File: config.mk
export PLATFORM = sky130hd
export DESIGN_NAME = wrap_engine_top
export DESIGN_NICKNAME = d
export VERILOG_FILES = /design/src/source/wrap_pkg.sv /design/src/source/duplex_core.sv /design/src/source/mem_arbiter.sv /design/src/source/output_writer.sv /design/src/source/range_reader.sv /design/src/source/wrap_control.sv /design/src/source/wrap_engine_top.sv
export SDC_FILE = /design/constraint.sdc
export NUM_CORES = 1
export LEC_CHECK = 0
export BUFFER_PORTS_ARGS = -buffer_cell sky130_fd_sc_hd__clkbuf_2
export CAP_MARGIN = 20
export CORE_MARGIN = 4
export CORE_UTILIZATION = 46
export CTS_CLUSTER_DIAMETER = 60
export DETAILED_ROUTE_END_ITERATION = 16
export GPL_TIMING_DRIVEN = 0
export PLACE_DENSITY = 0.7
export SLEW_MARGIN = 20
export SYNTH_ARGS = -nofsm -noshare
export SYNTH_HDL_FRONTEND = slang
export SYNTH_SLANG_ARGS = --single-unit
File: constraint.sdc
create_clock -name clk -period 4.7 [get_ports clk]
set_clock_uncertainty 0.1 [all_clocks]
set_input_delay 0.235 -clock clk [delete_from_list [all_inputs] [get_ports clk]]
set_output_delay 0.235 -clock clk [all_outputs]
set_load 0.02 [all_outputs]
File: src/source/wrap_pkg.sv
package wrap_pkg;

    localparam int WORD_W = 16;
    localparam int KEY_W = 64;
    localparam int TAG_WORDS = KEY_W / WORD_W;
    localparam int ADDR_STEP = 2;

    typedef logic [WORD_W-1:0] word_t;
    typedef logic [KEY_W-1:0] key_t;

    // range ends are exclusive
    typedef struct packed {
        logic  unwrap;
        word_t ad_start;
        word_t ad_end;
        word_t body_start;
        word_t body_end;
        word_t out_start;
        word_t tag_addr;
    } cmd_t;

    typedef struct packed {
        logic       en;
        logic [1:0] wr;
        word_t      addr;
        word_t      wdata;
    } mem_req_t;

    typedef enum logic [2:0] {
        OP_INIT,
        OP_ABSORB,
        OP_FINAL_AD,
        OP_ENCRYPT,
        OP_DECRYPT,
        OP_FINAL_BODY,
        OP_SQUEEZE
    } duplex_op_t;

endpackage

File: src/source/duplex_core.sv
`timescale 1ns/1ps

module duplex_core #(
    parameter int ROUNDS = 4
) (
    input  logic                 clk,
    input  logic                 reset,
    input  logic                 op_valid,
    input  wrap_pkg::duplex_op_t op,
    input  wrap_pkg::word_t      op_data,
    input  wrap_pkg::key_t       key,
    output logic                 core_busy,
    output wrap_pkg::word_t      out_word
);

    localparam int CNT_W = (ROUNDS > 1) ? $clog2(ROUNDS) : 1;

    // lanes packed as {a, b, c, d}
    wrap_pkg::key_t  st;
    wrap_pkg::key_t  st_in;
    wrap_pkg::word_t out_in;
    logic [CNT_W-1:0] round_cnt;

    function automatic wrap_pkg::word_t rotl(input wrap_pkg::word_t x, input int n);
        rotl = (x << n) | (x >> (wrap_pkg::WORD_W - n));
    endfunction

    function automatic wrap_pkg::key_t round_fn(input wrap_pkg::key_t s, input wrap_pkg::word_t r);
        wrap_pkg::word_t a;
        wrap_pkg::word_t b;
        wrap_pkg::word_t c;
        wrap_pkg::word_t d;
        {a, b, c, d} = s;
        a = a + b;
        d = rotl(d ^ a, 5);
        c = c + d;
        b = rotl(b ^ c, 9);
        a = a ^ r;
        round_fn = {b, c, d, a};
    endfunction

    // input step applied before the permutation
    always_comb
    begin
        st_in = st;
        out_in = out_word;
        case (op)
            wrap_pkg::OP_INIT:       st_in = key;
            wrap_pkg::OP_ABSORB:     st_in[63:48] = st[63:48] ^ op_data;
            wrap_pkg::OP_FINAL_AD:   st_in[15:0] = st[15:0] ^ 16'd1;
            wrap_pkg::OP_FINAL_BODY: st_in[15:0] = st[15:0] ^ 16'd2;
            wrap_pkg::OP_ENCRYPT:
            begin
                out_in = st[63:48] ^ op_data;
                st_in[63:48] = st[63:48] ^ op_data;
            end
            wrap_pkg::OP_DECRYPT:
            begin
                out_in = st[63:48] ^ op_data;
                st_in[63:48] = op_data;
            end
            wrap_pkg::OP_SQUEEZE:    out_in = st[63:48];
            default:                 st_in = st;
        endcase
    end

    always_ff @(posedge clk)
    begin
        if (reset)
        begin
            core_busy <= 1'b0;
            round_cnt <= '0;
        end
        else if (core_busy)
        begin
            st <= round_fn(st, wrap_pkg::word_t'(round_cnt));
            if (round_cnt == CNT_W'(ROUNDS - 1))
                core_busy <= 1'b0;
            else
                round_cnt <= round_cnt + 1'b1;
        end
        else if (op_valid)
        begin
            st <= st_in;
            out_word <= out_in;
            core_busy <= 1'b1;
            round_cnt <= '0;
        end
    end

endmodule

File: src/source/mem_arbiter.sv
`timescale 1ns/1ps

module mem_arbiter (
    input  logic               clk,
    input  logic               reset,
    input  wrap_pkg::mem_req_t rd_req,
    input  wrap_pkg::mem_req_t wr_req,
    output logic               rd_gnt,
    output logic               wr_gnt,
    output wrap_pkg::mem_req_t mem,
    input  wrap_pkg::word_t    mem_rdata,
    output logic               rd_valid,
    output wrap_pkg::word_t    rd_data
);

    logic rd_issued;

    // writer wins and the reader waits a cycle
    assign wr_gnt = wr_req.en;
    assign rd_gnt = rd_req.en && !wr_req.en;

    assign mem = wr_req.en ? wr_req : rd_req;

    always_ff @(posedge clk)
    begin
        if (reset)
            rd_issued <= 1'b0;
        else
            rd_issued <= rd_gnt;
    end

    // memory answers one cycle after the read
    assign rd_valid = rd_issued;
    assign rd_data = mem_rdata;

endmodule

File: src/source/output_writer.sv
`timescale 1ns/1ps

module output_writer (
    input  logic               clk,
    input  logic               reset,
    input  logic               load,
    input  wrap_pkg::word_t    base,
    input  logic               put,
    input  wrap_pkg::word_t    data,
    output wrap_pkg::mem_req_t req,
    input  logic               gnt,
    output logic               put_done
);

    wrap_pkg::word_t addr;
    wrap_pkg::word_t data_r;
    logic            pending;

    always_ff @(posedge clk)
    begin
        if (reset)
        begin
            addr <= '0;
            pending <= 1'b0;
        end
        else if (load)
            addr <= base;
        else if (pending && gnt)
        begin
            pending <= 1'b0;
            addr <= addr + wrap_pkg::word_t'(wrap_pkg::ADDR_STEP);
        end
        else if (put)
            pending <= 1'b1;
    end

    always_ff @(posedge clk)
    begin
        if (put && !pending)
            data_r <= data;
    end

    // full-word write on both byte strobes
    assign req = '{en: pending, wr: pending ? 2'b11 : 2'b00, addr: addr, wdata: data_r};

    assign put_done = pending && gnt;

endmodule

File: src/source/range_reader.sv
`timescale 1ns/1ps

module range_reader (
    input  logic               clk,
    input  logic               reset,
    input  logic               load,
    input  wrap_pkg::word_t    base,
    input  wrap_pkg::word_t    limit,
    input  logic               next,
    output logic               empty,
    output wrap_pkg::mem_req_t req,
    input  logic               gnt,
    input  logic               rd_valid,
    input  wrap_pkg::word_t    rd_data,
    output logic               word_valid,
    output wrap_pkg::word_t    word
);

    wrap_pkg::word_t addr;
    wrap_pkg::word_t limit_r;
    logic            pending;

    assign empty = !(addr < limit_r);

    always_ff @(posedge clk)
    begin
        if (reset)
        begin
            addr <= '0;
            limit_r <= '0;
            pending <= 1'b0;
        end
        else if (load)
        begin
            addr <= base;
            limit_r <= limit;
        end
        else if (pending && gnt)
        begin
            pending <= 1'b0;
            addr <= addr + wrap_pkg::word_t'(wrap_pkg::ADDR_STEP);
        end
        else if (next)
            pending <= 1'b1;
    end

    // read request held until the arbiter lets it through
    assign req = '{en: pending, wr: 2'b00, addr: addr, wdata: '0};

    assign word_valid = rd_valid;
    assign word = rd_data;

endmodule

File: src/source/wrap_control.sv
`timescale 1ns/1ps

module wrap_control (
    input  logic                 clk,
    input  logic                 reset,
    input  logic                 start,
    input  wrap_pkg::cmd_t       cmd,
    output logic                 busy,
    output logic                 done,
    output logic                 ok,
    output logic                 op_valid,
    output wrap_pkg::duplex_op_t op,
    output wrap_pkg::word_t      op_data,
    input  logic                 core_busy,
    input  wrap_pkg::word_t      out_word,
    output logic                 rd_load,
    output wrap_pkg::word_t      rd_base,
    output wrap_pkg::word_t      rd_limit,
    output logic                 rd_next,
    input  logic                 rd_empty,
    input  logic                 word_valid,
    input  wrap_pkg::word_t      word,
    output logic                 wr_load,
    output wrap_pkg::word_t      wr_base,
    output logic                 wr_put,
    output wrap_pkg::word_t      wr_data,
    input  logic                 put_done
);

    localparam int TAG_CNT_W = $clog2(wrap_pkg::TAG_WORDS);

    typedef enum logic [4:0] {
        S_IDLE, S_INIT, S_AD_NEXT, S_AD_FETCH, S_AD_WAIT,
        S_FINAL_AD, S_FAD_WAIT, S_BODY_NEXT, S_BODY_FETCH, S_BODY_WAIT,
        S_BODY_PUT, S_FINAL_BODY, S_FB_WAIT, S_SQUEEZE, S_SQ_WAIT,
        S_TAG_PUT, S_TAG_FETCH
    } state_t;

    state_t               state;
    state_t               next_state;
    wrap_pkg::cmd_t       cmd_r;
    logic [TAG_CNT_W-1:0] tag_cnt;
    logic                 tag_last;
    logic                 tag_inc;
    logic                 finish;
    logic                 pass;

    assign busy = (state != S_IDLE);
    assign tag_last = (tag_cnt == TAG_CNT_W'(wrap_pkg::TAG_WORDS - 1));

    always_comb
    begin
        next_state = state;
        op_valid = 1'b0;
        op = wrap_pkg::OP_INIT;
        op_data = word;
        rd_load = 1'b0;
        rd_base = cmd_r.ad_start;
        rd_limit = cmd_r.ad_end;
        rd_next = 1'b0;
        wr_load = 1'b0;
        wr_base = cmd_r.out_start;
        wr_put = 1'b0;
        wr_data = out_word;
        tag_inc = 1'b0;
        finish = 1'b0;
        pass = 1'b1;
        case (state)
            S_IDLE:
                if (start)
                    next_state = S_INIT;
            S_INIT:
            begin
                op_valid = 1'b1;
                rd_load = 1'b1;
                next_state = S_AD_WAIT;
            end
            S_AD_NEXT:
                if (rd_empty)
                    next_state = S_FINAL_AD;
                else
                begin
                    rd_next = 1'b1;
                    next_state = S_AD_FETCH;
                end
            S_AD_FETCH:
                if (word_valid)
                begin
                    op_valid = 1'b1;
                    op = wrap_pkg::OP_ABSORB;
                    next_state = S_AD_WAIT;
                end
            S_AD_WAIT:
                if (!core_busy)
                    next_state = S_AD_NEXT;
            S_FINAL_AD:
            begin
                op_valid = 1'b1;
                op = wrap_pkg::OP_FINAL_AD;
                rd_load = 1'b1;
                rd_base = cmd_r.body_start;
                rd_limit = cmd_r.body_end;
                wr_load = 1'b1;
                next_state = S_FAD_WAIT;
            end
            S_FAD_WAIT:
                if (!core_busy)
                    next_state = S_BODY_NEXT;
            S_BODY_NEXT:
                if (rd_empty)
                    next_state = S_FINAL_BODY;
                else
                begin
                    rd_next = 1'b1;
                    next_state = S_BODY_FETCH;
                end
            S_BODY_FETCH:
                if (word_valid)
                begin
                    op_valid = 1'b1;
                    op = cmd_r.unwrap ? wrap_pkg::OP_DECRYPT : wrap_pkg::OP_ENCRYPT;
                    next_state = S_BODY_WAIT;
                end
            S_BODY_WAIT:
                if (!core_busy)
                begin
                    wr_put = 1'b1;
                    next_state = S_BODY_PUT;
                end
            S_BODY_PUT:
                if (put_done)
                    next_state = S_BODY_NEXT;
            S_FINAL_BODY:
            begin
                op_valid = 1'b1;
                op = wrap_pkg::OP_FINAL_BODY;
                // tag range serves both the tag writes and the tag reads
                rd_load = 1'b1;
                rd_base = cmd_r.tag_addr;
                rd_limit = cmd_r.tag_addr
                         + wrap_pkg::word_t'(wrap_pkg::TAG_WORDS * wrap_pkg::ADDR_STEP);
                wr_load = 1'b1;
                wr_base = cmd_r.tag_addr;
                next_state = S_FB_WAIT;
            end
            S_FB_WAIT:
                if (!core_busy)
                    next_state = S_SQUEEZE;
            S_SQUEEZE:
            begin
                op_valid = 1'b1;
                op = wrap_pkg::OP_SQUEEZE;
                next_state = S_SQ_WAIT;
            end
            S_SQ_WAIT:
                if (!core_busy && cmd_r.unwrap)
                begin
                    rd_next = 1'b1;
                    next_state = S_TAG_FETCH;
                end
                else if (!core_busy)
                begin
                    wr_put = 1'b1;
                    next_state = S_TAG_PUT;
                end
            S_TAG_PUT:
                if (put_done)
                begin
                    tag_inc = 1'b1;
                    finish = tag_last;
                    next_state = tag_last ? S_IDLE : S_SQUEEZE;
                end
            S_TAG_FETCH:
                if (word_valid && word != out_word)
                begin
                    // first mismatch ends the unwrap
                    finish = 1'b1;
                    pass = 1'b0;
                    next_state = S_IDLE;
                end
                else if (word_valid)
                begin
                    tag_inc = 1'b1;
                    finish = tag_last;
                    next_state = tag_last ? S_IDLE : S_SQUEEZE;
                end
            default:
                next_state = S_IDLE;
        endcase
    end

    always_ff @(posedge clk)
    begin
        if (reset)
        begin
            state <= S_IDLE;
            done <= 1'b0;
            ok <= 1'b0;
            tag_cnt <= '0;
        end
        else
        begin
            state <= next_state;
            done <= finish;
            if (finish)
                ok <= pass;
            if (state == S_FINAL_BODY)
                tag_cnt <= '0;
            else if (tag_inc)
                tag_cnt <= tag_cnt + 1'b1;
        end
    end

    always_ff @(posedge clk)
    begin
        if (state == S_IDLE && start)
            cmd_r <= cmd;
    end

endmodule

File: src/source/wrap_engine_top.sv
`timescale 1ns/1ps

module wrap_engine_top #(
    parameter int ROUNDS = 4
) (
    input  logic               clk,
    input  logic               reset,
    input  logic               start,
    input  wrap_pkg::cmd_t     cmd,
    input  wrap_pkg::key_t     key,
    input  wrap_pkg::word_t    mem_rdata,
    output wrap_pkg::mem_req_t mem,
    output logic               busy,
    output logic               done,
    output logic               ok
);

    logic                 op_valid;
    logic                 core_busy;
    wrap_pkg::duplex_op_t op;
    wrap_pkg::word_t      op_data;
    wrap_pkg::word_t      out_word;

    logic                 rd_load;
    logic                 rd_next;
    logic                 rd_empty;
    logic                 word_valid;
    wrap_pkg::word_t      rd_base;
    wrap_pkg::word_t      rd_limit;
    wrap_pkg::word_t      word;

    logic                 wr_load;
    logic                 wr_put;
    logic                 put_done;
    wrap_pkg::word_t      wr_base;
    wrap_pkg::word_t      wr_data;

    // arbiter side
    wrap_pkg::mem_req_t   rd_req;
    wrap_pkg::mem_req_t   wr_req;
    logic                 rd_gnt;
    logic                 wr_gnt;
    logic                 rd_valid;
    wrap_pkg::word_t      rd_data;

    wrap_control control (
        .clk(clk), .reset(reset), .start(start), .cmd(cmd),
        .busy(busy), .done(done), .ok(ok),
        .op_valid(op_valid), .op(op), .op_data(op_data),
        .core_busy(core_busy), .out_word(out_word),
        .rd_load(rd_load), .rd_base(rd_base), .rd_limit(rd_limit), .rd_next(rd_next),
        .rd_empty(rd_empty), .word_valid(word_valid), .word(word),
        .wr_load(wr_load), .wr_base(wr_base), .wr_put(wr_put), .wr_data(wr_data),
        .put_done(put_done)
    );

    duplex_core #(
        .ROUNDS(ROUNDS)
    ) core (
        .clk(clk), .reset(reset), .op_valid(op_valid), .op(op), .op_data(op_data),
        .key(key), .core_busy(core_busy), .out_word(out_word)
    );

    range_reader reader (
        .clk(clk), .reset(reset), .load(rd_load), .base(rd_base), .limit(rd_limit),
        .next(rd_next), .empty(rd_empty), .req(rd_req), .gnt(rd_gnt),
        .rd_valid(rd_valid), .rd_data(rd_data), .word_valid(word_valid), .word(word)
    );

    output_writer writer (
        .clk(clk), .reset(reset), .load(wr_load), .base(wr_base), .put(wr_put),
        .data(wr_data), .req(wr_req), .gnt(wr_gnt), .put_done(put_done)
    );

    mem_arbiter arbiter (
        .clk(clk), .reset(reset), .rd_req(rd_req), .wr_req(wr_req),
        .rd_gnt(rd_gnt), .wr_gnt(wr_gnt), .mem(mem), .mem_rdata(mem_rdata),
        .rd_valid(rd_valid), .rd_data(rd_data)
    );

endmodule

==> tab_implementation.tex, run 1 <==
\begin{tabular}{lr}
\hline
Metric & Value \\
\hline
\multicolumn{2}{l}{\textbf{Final layout}} \\
Final Net Count & 1936 \\
Ant diodes & 0 \\
Total area of multi-input combinational cells & 6570 um2 \\
Ratio of cells with drive above 1 in the final layout & 0.229 \\
Total area of sequential cells & 7060 um2 \\
Area growth from synthesis to layout & 32.7\% \\
Filler instances & 2367 \\
Core occupancy in the finished layout & 0.620 \\
\multicolumn{2}{l}{\textbf{Floorplan}} \\
Starting Density & 0.467 \\
Y dimension of the die & 181 um \\
I/O pins & 218 \\
Die X & 181 um \\
Core area & 29600 um2 \\
Row count & 63 \\
Overall die area & 32900 um2 \\
\multicolumn{2}{l}{\textbf{Timing}} \\
Max\_slew headroom & 0.303 \\
Part of the cycle the worst path needs & 0.976 \\
Clock period minus worst slack & 4.59 ns \\
Peak Freq & 218 MHz \\
Count of final setup violators & 0 \\
Least-Margin Pin Slew & 1.05 ns \\
Number of max-slew violations in the final report & 0 \\
Hold violation total from the final report & 0 \\
\multicolumn{2}{l}{\textbf{Clock tree}} \\
Number of CTS-inserted buffers & 29 \\
Clock tree from TritonCTS & built \\
Maximum root-to-sink buffer count & 3 \\
Number of H-tree levels & 1 \\
CTS Sinks & 256 \\
Clock transition at the register clock pins on the worst setup and hold paths after CTS & 0.07 ns \\
Clock root buffer & clkbuf\_16 \\
Clock Latency Late Sink & 0.56 ns \\
\multicolumn{2}{l}{\textbf{Place}} \\
HPWL after DPL & 32.0 mm \\
Last weighted congestion value of the routability-driven placer & 0.963 \\
I/O Buffers & 216 \\
\multicolumn{2}{l}{\textbf{Detailed routing}} \\
Post-route antenna net violation count & 0 \\
Avg WL per Cell & 21.8 um \\
Initial DRT Pass Iterations & 7 \\
Final wirelength & 46.0 mm \\
DRC violations left & 0 \\
Detailed Route Iter0 Violations & 1355 \\
Via count & 12320 \\
Per-cell via count in the routed design & 5.82 \\
\multicolumn{2}{l}{\textbf{Power}} \\
Sequential share of power & 0.284 \\
Switching pwr & 5.43 mW \\
Max VDD drop & 412 uV \\
Int Pwr & 7.32 mW \\
Static Leakage & 7.19 nW \\
Pwr per Cell Area & 694 nW/um2 \\
Clock share of power & 0.173 \\
Total design power & 12.7 mW \\
Relative contribution of combinational cells to total power & 0.543 \\
Share of total power consumed by net switching & 0.426 \\
\multicolumn{2}{l}{\textbf{Worst setup path}} \\
Category of the worst setup path launch point & flop \\
Largest fanout on the critical path & 4 \\
Setup slack on the worst flop-to-flop path & 0.11 ns \\
Crit path capture type & flop \\
Worst path top cell family by delay & compound AO/OA/AOI/OAI gates \\
Stage delay of the slowest cell on the critical path & 0.44 ns \\
Worst Path Arrival & 4.78 ns \\
Chain of cells forming the critical path & ha\_2 -> fa\_2 -> a211oi\_4 -> o21ai\_2 -> nand2\_1 -> a31oi\_2 -> and4b\_1 -> a311oi\_4 -> xnor2\_2 -> ha\_1 -> o21ai\_1 -> a21boi\_2 -> o21ai\_0 -> nand2b\_1 -> a31oi\_1 -> xnor2\_1 -> mux2\_2 \\
Kind of critical path & reg -> reg \\
Number of buffer and inverter stages on the critical path & 0 \\
Crit-path slowest cell & edfxtp\_1 \\
Data required time of the worst path & 4.90 ns \\
\multicolumn{2}{l}{\textbf{Synthesis}} \\
Distinct cell type count of the synthesized netlist & 68 \\
Dominant register cell in the synthesized netlist & edfxtp\_1 \\
Seq/Total Area, Yosys & 0.510 \\
Post-Syn Area per Cell & 10.9 um2 \\
Synthesized netlist net count & 1507 \\
Flop and latch count out of synthesis & 256 \\
Gate count after technology mapping & 1274 \\
Number of enable-type register cells in the synthesized netlist & 193 \\
Share of synthesized flip-flops with an asynchronous set or reset & 0 \\
Total number of yosys warnings & 0 \\
Total standard cell area after synthesis & 13800 um2 \\
\multicolumn{2}{l}{\textbf{Global routing}} \\
Pin count of the biggest net entering global routing & 66 \\
Antenna violations before repair & 0 \\
Number of global-route vias before repair & 12077 \\
Overall routing resource usage & 0.266 \\
First-pass GRT wire length & 69.3 mm \\
Total global routing overflow & 0 \\
\multicolumn{2}{l}{\textbf{Outcome}} \\
Run status & finished clean \\
\multicolumn{2}{l}{\textbf{Job}} \\
Max-cap violations & 0 \\
\multicolumn{2}{l}{\textbf{Hold path}} \\
Hold Path Class & in -> reg \\
\hline
\end{tabular}
power by group through the flow:
stage	logic [mW]	clock network (mW)	registers, mW
finish	6.92	2.21	3.62
global route	7.45	2.32	3.66
CTS	6.46	2.21	3.60
detailed placement	6.15	0	3.65
global placement	5.99	0	3.69
floorplan	4.41	0	3.50
synth_stat cells, types with 8 or more instances:
library cell	instances	area share
edfxtp_1	193	0.42
nand2_1	106	0.029
nor2_1	91	0.025
a21oi_1	85	0.031
xnor2_1	70	0.044
dfxtp_1	63	0.091
o21ai_0	61	0.022
ha_1	51	0.046
xor2_1	47	0.030
mux2_2	44	0.036
clkbuf_1	37	0.010
inv_1	35	0.0095
a221oi_1	30	0.019
nand3_1	29	0.010
a21o_1	25	0.014
a211oi_1	24	0.013
o211ai_1	23	0.012
a222oi_1	19	0.014
and2_1	19	0.0086
buf_2	18	0.0065
nor3_1	18	0.0065
and3_1	16	0.0072
nor2b_1	15	0.0068
nand2b_1	14	0.0063
a31oi_1	11	0.0050
nand4_1	11	0.0050
a22oi_1	9	0.0049
o21a_1	9	0.0049
mux2i_1	8	0.0058
worst register-to-register path, delay by kind of cell, from the launching register on:
family                   cells  cell delay, ns
AND/OR/NAND/NOR              3            0.51
XOR/XNOR                     2            0.21
multiplexers                 1            0.26
adder cells (fa/ha/maj)      3            0.99
AO/OA/AOI/OAI                8            1.79
flip-flops                   1            0.44
registers in the layout (all words and copies together), names as in the netlist, 5 cells and up:
| signal | cells |
|---|---|
| control.state | 5 |
| core.st | 64 |
| writer.data_r | 16 |
| reader.limit_r | 16 |
| control.cmd_r | 97 |
| core.out_word | 16 |
| writer.addr | 16 |
| reader.addr | 16 |
layer usage:
| layer | global-route usage | share of wire | vias to the layer above |
|---|---|---|---|
| met1 | 0.350 | 0.40 | 5921 |
| li1 | - | - | 5638 |
| met4 | 0.0913 | 0.036 | 0 |
| met2 | 0.453 | 0.49 | 644 |
| met3 | 0.0393 | 0.080 | 117 |
| met5 | 0 | 0 | - |
final cells by class:
| cell class | instances | area share |
|---|---|---|
| Sequential cell | 256 | 0.384 |
| Multi-Input combinational cell | 914 | 0.358 |
| Timing Repair Buffer | 398 | 0.157 |
| Clock buffer | 32 | 0.0401 |
| Tap cell | 390 | 0.0266 |
| Buffer | 69 | 0.0174 |
| Clock inverter | 22 | 0.00953 |
| Inverter | 35 | 0.00715 |
cell usage in the layout (no fill, tap or decap), types with 23 or more instances in the layout:
master	instances
clkbuf_2	217
edfxtp_1	193
dlygate4sd3_1	164
nand2_1	106
nor2_1	87
a21oi_1	81
xnor2_1	64
dfxtp_1	63
o21ai_0	59
ha_1	49
xor2_1	45
mux2_2	44
clkbuf_1	40
inv_1	35
nand3_1	29
a221oi_1	29
clkbuf_16	29
a21o_1	25
o211ai_1	23
a211oi_1	23
logic make-up after synthesis:
group | synth area share
flip-flops | 0.510
adder cells (fa/ha/maj) | 0.0490
AO/OA/AOI/OAI | 0.167
multiplexers | 0.0416
buffers and inverters | 0.0326
AND/OR/NAND/NOR | 0.119
XOR/XNOR | 0.0809
per-stage QoR:
stage | setup slack [ns] | instance area, um2 | hold WS, ns | cells | setup TNS, ns
after global placement | -1.24 | 15400 | 0.313 | 1880 | -22.00
final | 0.115 | 18400 | 0.0169 | 2116 | 0
after floorplan | 0.225 | 13800 | 0.234 | 1274 | 0
after global routing | -0.0722 | 18400 | 0.00604 | 2116 | -0.135
after CTS | -0.0103 | 18200 | 0.00120 | 2107 | -0.0103
after detailed placement | -0.456 | 15500 | 0.314 | 1886 | -2.80
path summary, 6_finish.rpt:
check,from,endpoint,cells after the start
worst max-delay path,core.st[48],core.st[40],17
worst min-delay path,key[11],core.st[11],3
worst max register to register,core.st[48],core.st[40],17
worst min register to register,core.out_word[5],writer.data_r[5],0
repair_timing:
| action | CTS | global route |
|---|---|---|
| hold buffers | 164 | 0 |
| endpoints found under the setup margin | 16 | 19 |
| resized for setup | 13 | 24 |
| endpoints found under the hold margin | 164 | 0 |
| buffers inserted | 3 | 9 |
| pin swaps | 2 | 17 |
Note: power is estimated with default switching activity, not from simulation.
==> inputs of run 2 (changes only) <==
GPL_TIMING_DRIVEN = unset   (was 0)
PLACE_DENSITY = 0.74   (was 0.7)
==> run 2 against run 1 <==
  * Final cell count decreased by 2.9%
  * Core utilization decreased by 1.3 points
  * Wire length decreased by 7.4%
  * Cell area decreased by 2.2%
  * Via count decreased by 2.8%
  * Sequential power increased by 2%
  * Power decreased by 4.1%
  * Critical path depth increased by 1
  * Sequential share of layout area increased by 0.88 points
  * Die area unchanged
  * Clock-buffer cell count increased by 5
  * Register-to-register slack improved by 0.15 ns
  * Largest power group unchanged
==> tab_implementation.tex, run 2 (synthesis gave the netlist of run 1 again) <==
\begin{tabular}{lr}
\hline
Metric & Value \\
\hline
\multicolumn{2}{l}{\textbf{Outcome}} \\
Run status & finished clean (unchanged) \\
\multicolumn{2}{l}{\textbf{Worst setup path}} \\
Worst Path Arrival & 4.65 ns (was 4.78 ns) \\
Stage delay of the slowest cell on the critical path & 0.44 ns (about the same) \\
Data required time of the worst path & 4.91 ns (was 4.90 ns) \\
R2R cell count & 18 (was 17) \\
Critical R2R Capture & core.st[47] (was core.st[40]) \\
Setup slack on the worst flop-to-flop path & 0.26 ns (was 0.11 ns) \\
Category of the worst setup path launch point & flop (unchanged) \\
Kind of critical path & reg -> reg (unchanged) \\
Crit path capture type & flop (unchanged) \\
Crit-path slowest cell & edfxtp\_1 (unchanged) \\
Largest fanout on the critical path & 4 (unchanged) \\
Chain of cells forming the critical path & ha\_1 -> fa\_2 -> a211oi\_2 -> o21ai\_1 -> nand2\_1 -> a31oi\_1 -> and4b\_1 -> a311oi\_2 -> xnor2\_1 -> ha\_1 -> nand3\_1 -> nor2\_2 -> o21ai\_4 -> a221oi\_2 -> xnor2\_1 -> xnor2\_1 -> buf\_4 -> mux2\_2 (was ha\_2 -> fa\_2 -> a211oi\_4 -> o21ai\_2 -> nand2\_1 -> a31oi\_2 -> and4b\_1 -> a311oi\_4 -> xnor2\_2 -> ha\_1 -> o21ai\_1 -> a21boi\_2 -> o21ai\_0 -> nand2b\_1 -> a31oi\_1 -> xnor2\_1 -> mux2\_2) \\
Launching point of the worst reg2reg path & core.st[48] (unchanged) \\
Cell repeated most along the worst path & xnor2\_1 \\
\multicolumn{2}{l}{\textbf{Detailed routing}} \\
Detailed Route Iter0 Violations & 1123 (was 1355) \\
Initial DRT Pass Iterations & 6 (was 7) \\
Post-route antenna net violation count & 0 (unchanged) \\
Avg WL per Cell & 20.8 um (was 21.8 um) \\
Via count & 11980 (was 12320) \\
Per-cell via count in the routed design & 5.83 (was 5.82) \\
Final wirelength & 42.6 mm (was 46.0 mm) \\
DRC violations left & 0 (unchanged) \\
\multicolumn{2}{l}{\textbf{Timing}} \\
Clock period minus worst slack & 4.44 ns (was 4.59 ns) \\
Number of max-slew violations in the final report & 0 (unchanged) \\
RSZ-0062 raised after global routing & no \\
Part of the cycle the worst path needs & 0.945 (was 0.976) \\
Count of final setup violators & 0 (unchanged) \\
Max\_slew headroom & 0.271 (was 0.303) \\
Peak Freq & 225 MHz (was 218 MHz) \\
Least-Margin Pin Slew & 1.09 ns (was 1.05 ns) \\
Hold violation total from the final report & 0 (unchanged) \\
\multicolumn{2}{l}{\textbf{Final layout}} \\
Leading cell type in the layout, fill and taps excluded & clkbuf\_2 (unchanged) \\
Leading registers by flop count & control.cmd\_r (97), core.st (64) (unchanged) \\
Highest-count cells in the layout ignoring fill and taps & clkbuf\_2, edfxtp\_1, dlygate4sd3\_1, nand2\_1, nor2\_1 (unchanged) \\
Flip-flop count of the largest register after layout & 97 (unchanged) \\
Filler-free cell count of the finished design & 2055 (was 2116) \\
Final Net Count & 1873 (was 1936) \\
Top register by number of flip-flops & control.cmd\_r (unchanged) \\
Area growth from synthesis to layout & 29.9\% (was 32.7\%) \\
Ant diodes & 0 (unchanged) \\
Ratio of cells with drive above 1 in the final layout & 0.220 (was 0.229) \\
Final cell area excluding filler cells & 18000 um2 (was 18400 um2) \\
\multicolumn{2}{l}{\textbf{Global routing}} \\
Antenna violations before repair & 0 (unchanged) \\
Number of global-route vias before repair & 12005 (was 12077) \\
Overall routing resource usage & 0.248 (was 0.266) \\
Pin count of the biggest net entering global routing & 86 (was 66) \\
Total global routing overflow & 0 (unchanged) \\
First-pass GRT wire length & 65.8 mm (was 69.3 mm) \\
\multicolumn{2}{l}{\textbf{Floorplan}} \\
Y dimension of the die & 181 um (unchanged) \\
Overall die area & 32900 um2 (unchanged) \\
Core area & 29600 um2 (unchanged) \\
Starting Density & 0.467 (unchanged) \\
I/O pins & 218 (unchanged) \\
Die X & 181 um (unchanged) \\
Row count & 63 (unchanged) \\
\multicolumn{2}{l}{\textbf{Place}} \\
Cell area reported after detailed placement & 15200 um2 (was 15500 um2) \\
Cell count after placement & 1827 (was 1886) \\
HPWL after DPL & 28.1 mm (was 32.0 mm) \\
I/O Buffers & 217 (was 216) \\
Last weighted congestion value of the routability-driven placer & 0.929 (was 0.963) \\
\multicolumn{2}{l}{\textbf{Power}} \\
Pwr per Cell Area & 680 nW/um2 (was 694 nW/um2) \\
Static Leakage & 7.00 nW (was 7.19 nW) \\
Max VDD drop & 484 uV (was 412 uV) \\
\multicolumn{2}{l}{\textbf{Clock tree}} \\
Clock tree from TritonCTS & built (unchanged) \\
Maximum root-to-sink buffer count & 3 (unchanged) \\
Number of H-tree levels & 1 (unchanged) \\
CTS Sinks & 256 (unchanged) \\
Clock root buffer & clkbuf\_16 (unchanged) \\
Clock Latency Late Sink & 0.56 ns (about the same) \\
Clock transition at the register clock pins on the worst setup and hold paths after CTS & 0.06 ns (was 0.07 ns) \\
Number of CTS-inserted buffers & 31 (was 29) \\
\multicolumn{2}{l}{\textbf{Hold path}} \\
Worst Hold Depth & 3 (unchanged) \\
Hold Path End & core.out\_word[2] (was core.st[11]) \\
Startpoint of the tightest hold check path & mem\_rdata[2] (was key[11]) \\
Hold Path Class & in -> reg (unchanged) \\
\multicolumn{2}{l}{\textbf{Job}} \\
Max-cap violations & 0 (unchanged) \\
\hline
\end{tabular}
## run 2: changes by cell type in the layout (fill, tap and decap cells not counted), moves of 3 or more
cell and change:
buf_6 -3, xnor2_1 +6, buf_4 +3, clkinv_1 -3, buf_2 -20, buf_1 -6, xnor2_2 -6, clkbuf_1 -34
## run 2: what timing repair did
item / CTS / global route
endpoints found under the hold margin: 163 / 0
pin swaps: 0 / 6
gates resized for setup: 2 / 14
setup buffers: 0 / 6
hold buffers: 163 / 0
gates cloned: 0 / 0
endpoints found under the setup margin: 3 / 16
## run 2: critical path, delay by kind of cell (launching register included)
family	cells	cell delay [ns]
XOR/XNOR	3	0.42
multiplexers	1	0.25
AND/OR/NAND/NOR	4	0.64
flip-flops	1	0.44
adder cells (fa/ha/maj)	3	0.99
AO/OA/AOI/OAI	6	1.18
buffers and inverters	1	0.16
## run 2: area by class of cell
| type | instances | area, um2 |
|---|---|---|
| Fill cell | 2338 | 11700 |
| Sequential cell | 256 | 7060 |
| Multi-Input combinational cell | 914 | 6430 |
| Timing Repair Buffer | 402 | 2900 |
| Clock buffer | 37 | 798 |
| Tap cell | 390 | 488 |
| Clock inverter | 21 | 161 |
| Inverter | 35 | 131 |
## run 2: per-layer routing
metal | track usage | share of wire
met1 | 0.324 | 0.40
met5 | 0 | 0
met4 | 0.0910 | 0.039
met2 | 0.417 | 0.48
met3 | 0.0429 | 0.081
## run 2: through the flow
stage / hold WS, ns / setup slack (ns) / TNS (ns) / util / total power, mW
2_1_floorplan: 0.234 / 0.225 / 0 / - / 7.91
3_3_place_gp: 0.312 / 0.112 / 0 / 0.514 / 9.39
3_5_place_dp: 0.314 / -0.0970 / -0.173 / 0.514 / 9.53
4_1_cts: 0.000545 / 0.0283 / 0 / 0.602 / 11.9
5_1_grt: 0.00702 / 0.00514 / 0 / 0.607 / 12.9
6_report: 0.0256 / 0.260 / 0 / 0.607 / 12.2
## run 2: how the worst max path moves through the flow
stage                           startpoint                to  slack, ns  depth (start not counted)
final                          core.st[48]       core.st[47]       0.26                         18
after floorplan           control.state[1]  core.out_word[0]       0.23                          8
after detailed placement       core.st[48]       core.st[45]       -0.1                         18
after global routing           core.st[48]       core.st[45]      0.005                         18
after CTS                      core.st[48]       core.st[45]       0.03                         18
after global placement         core.st[48]       core.st[45]       0.11                         18
## run 2: power breakdown
part	internal [mW]	total (mW)	switching [mW]
logic	2.70	6.26	3.56
registers	3.19	3.71	0.514
clock network	1.28	2.26	0.979
total	7.17	12.2	5.05
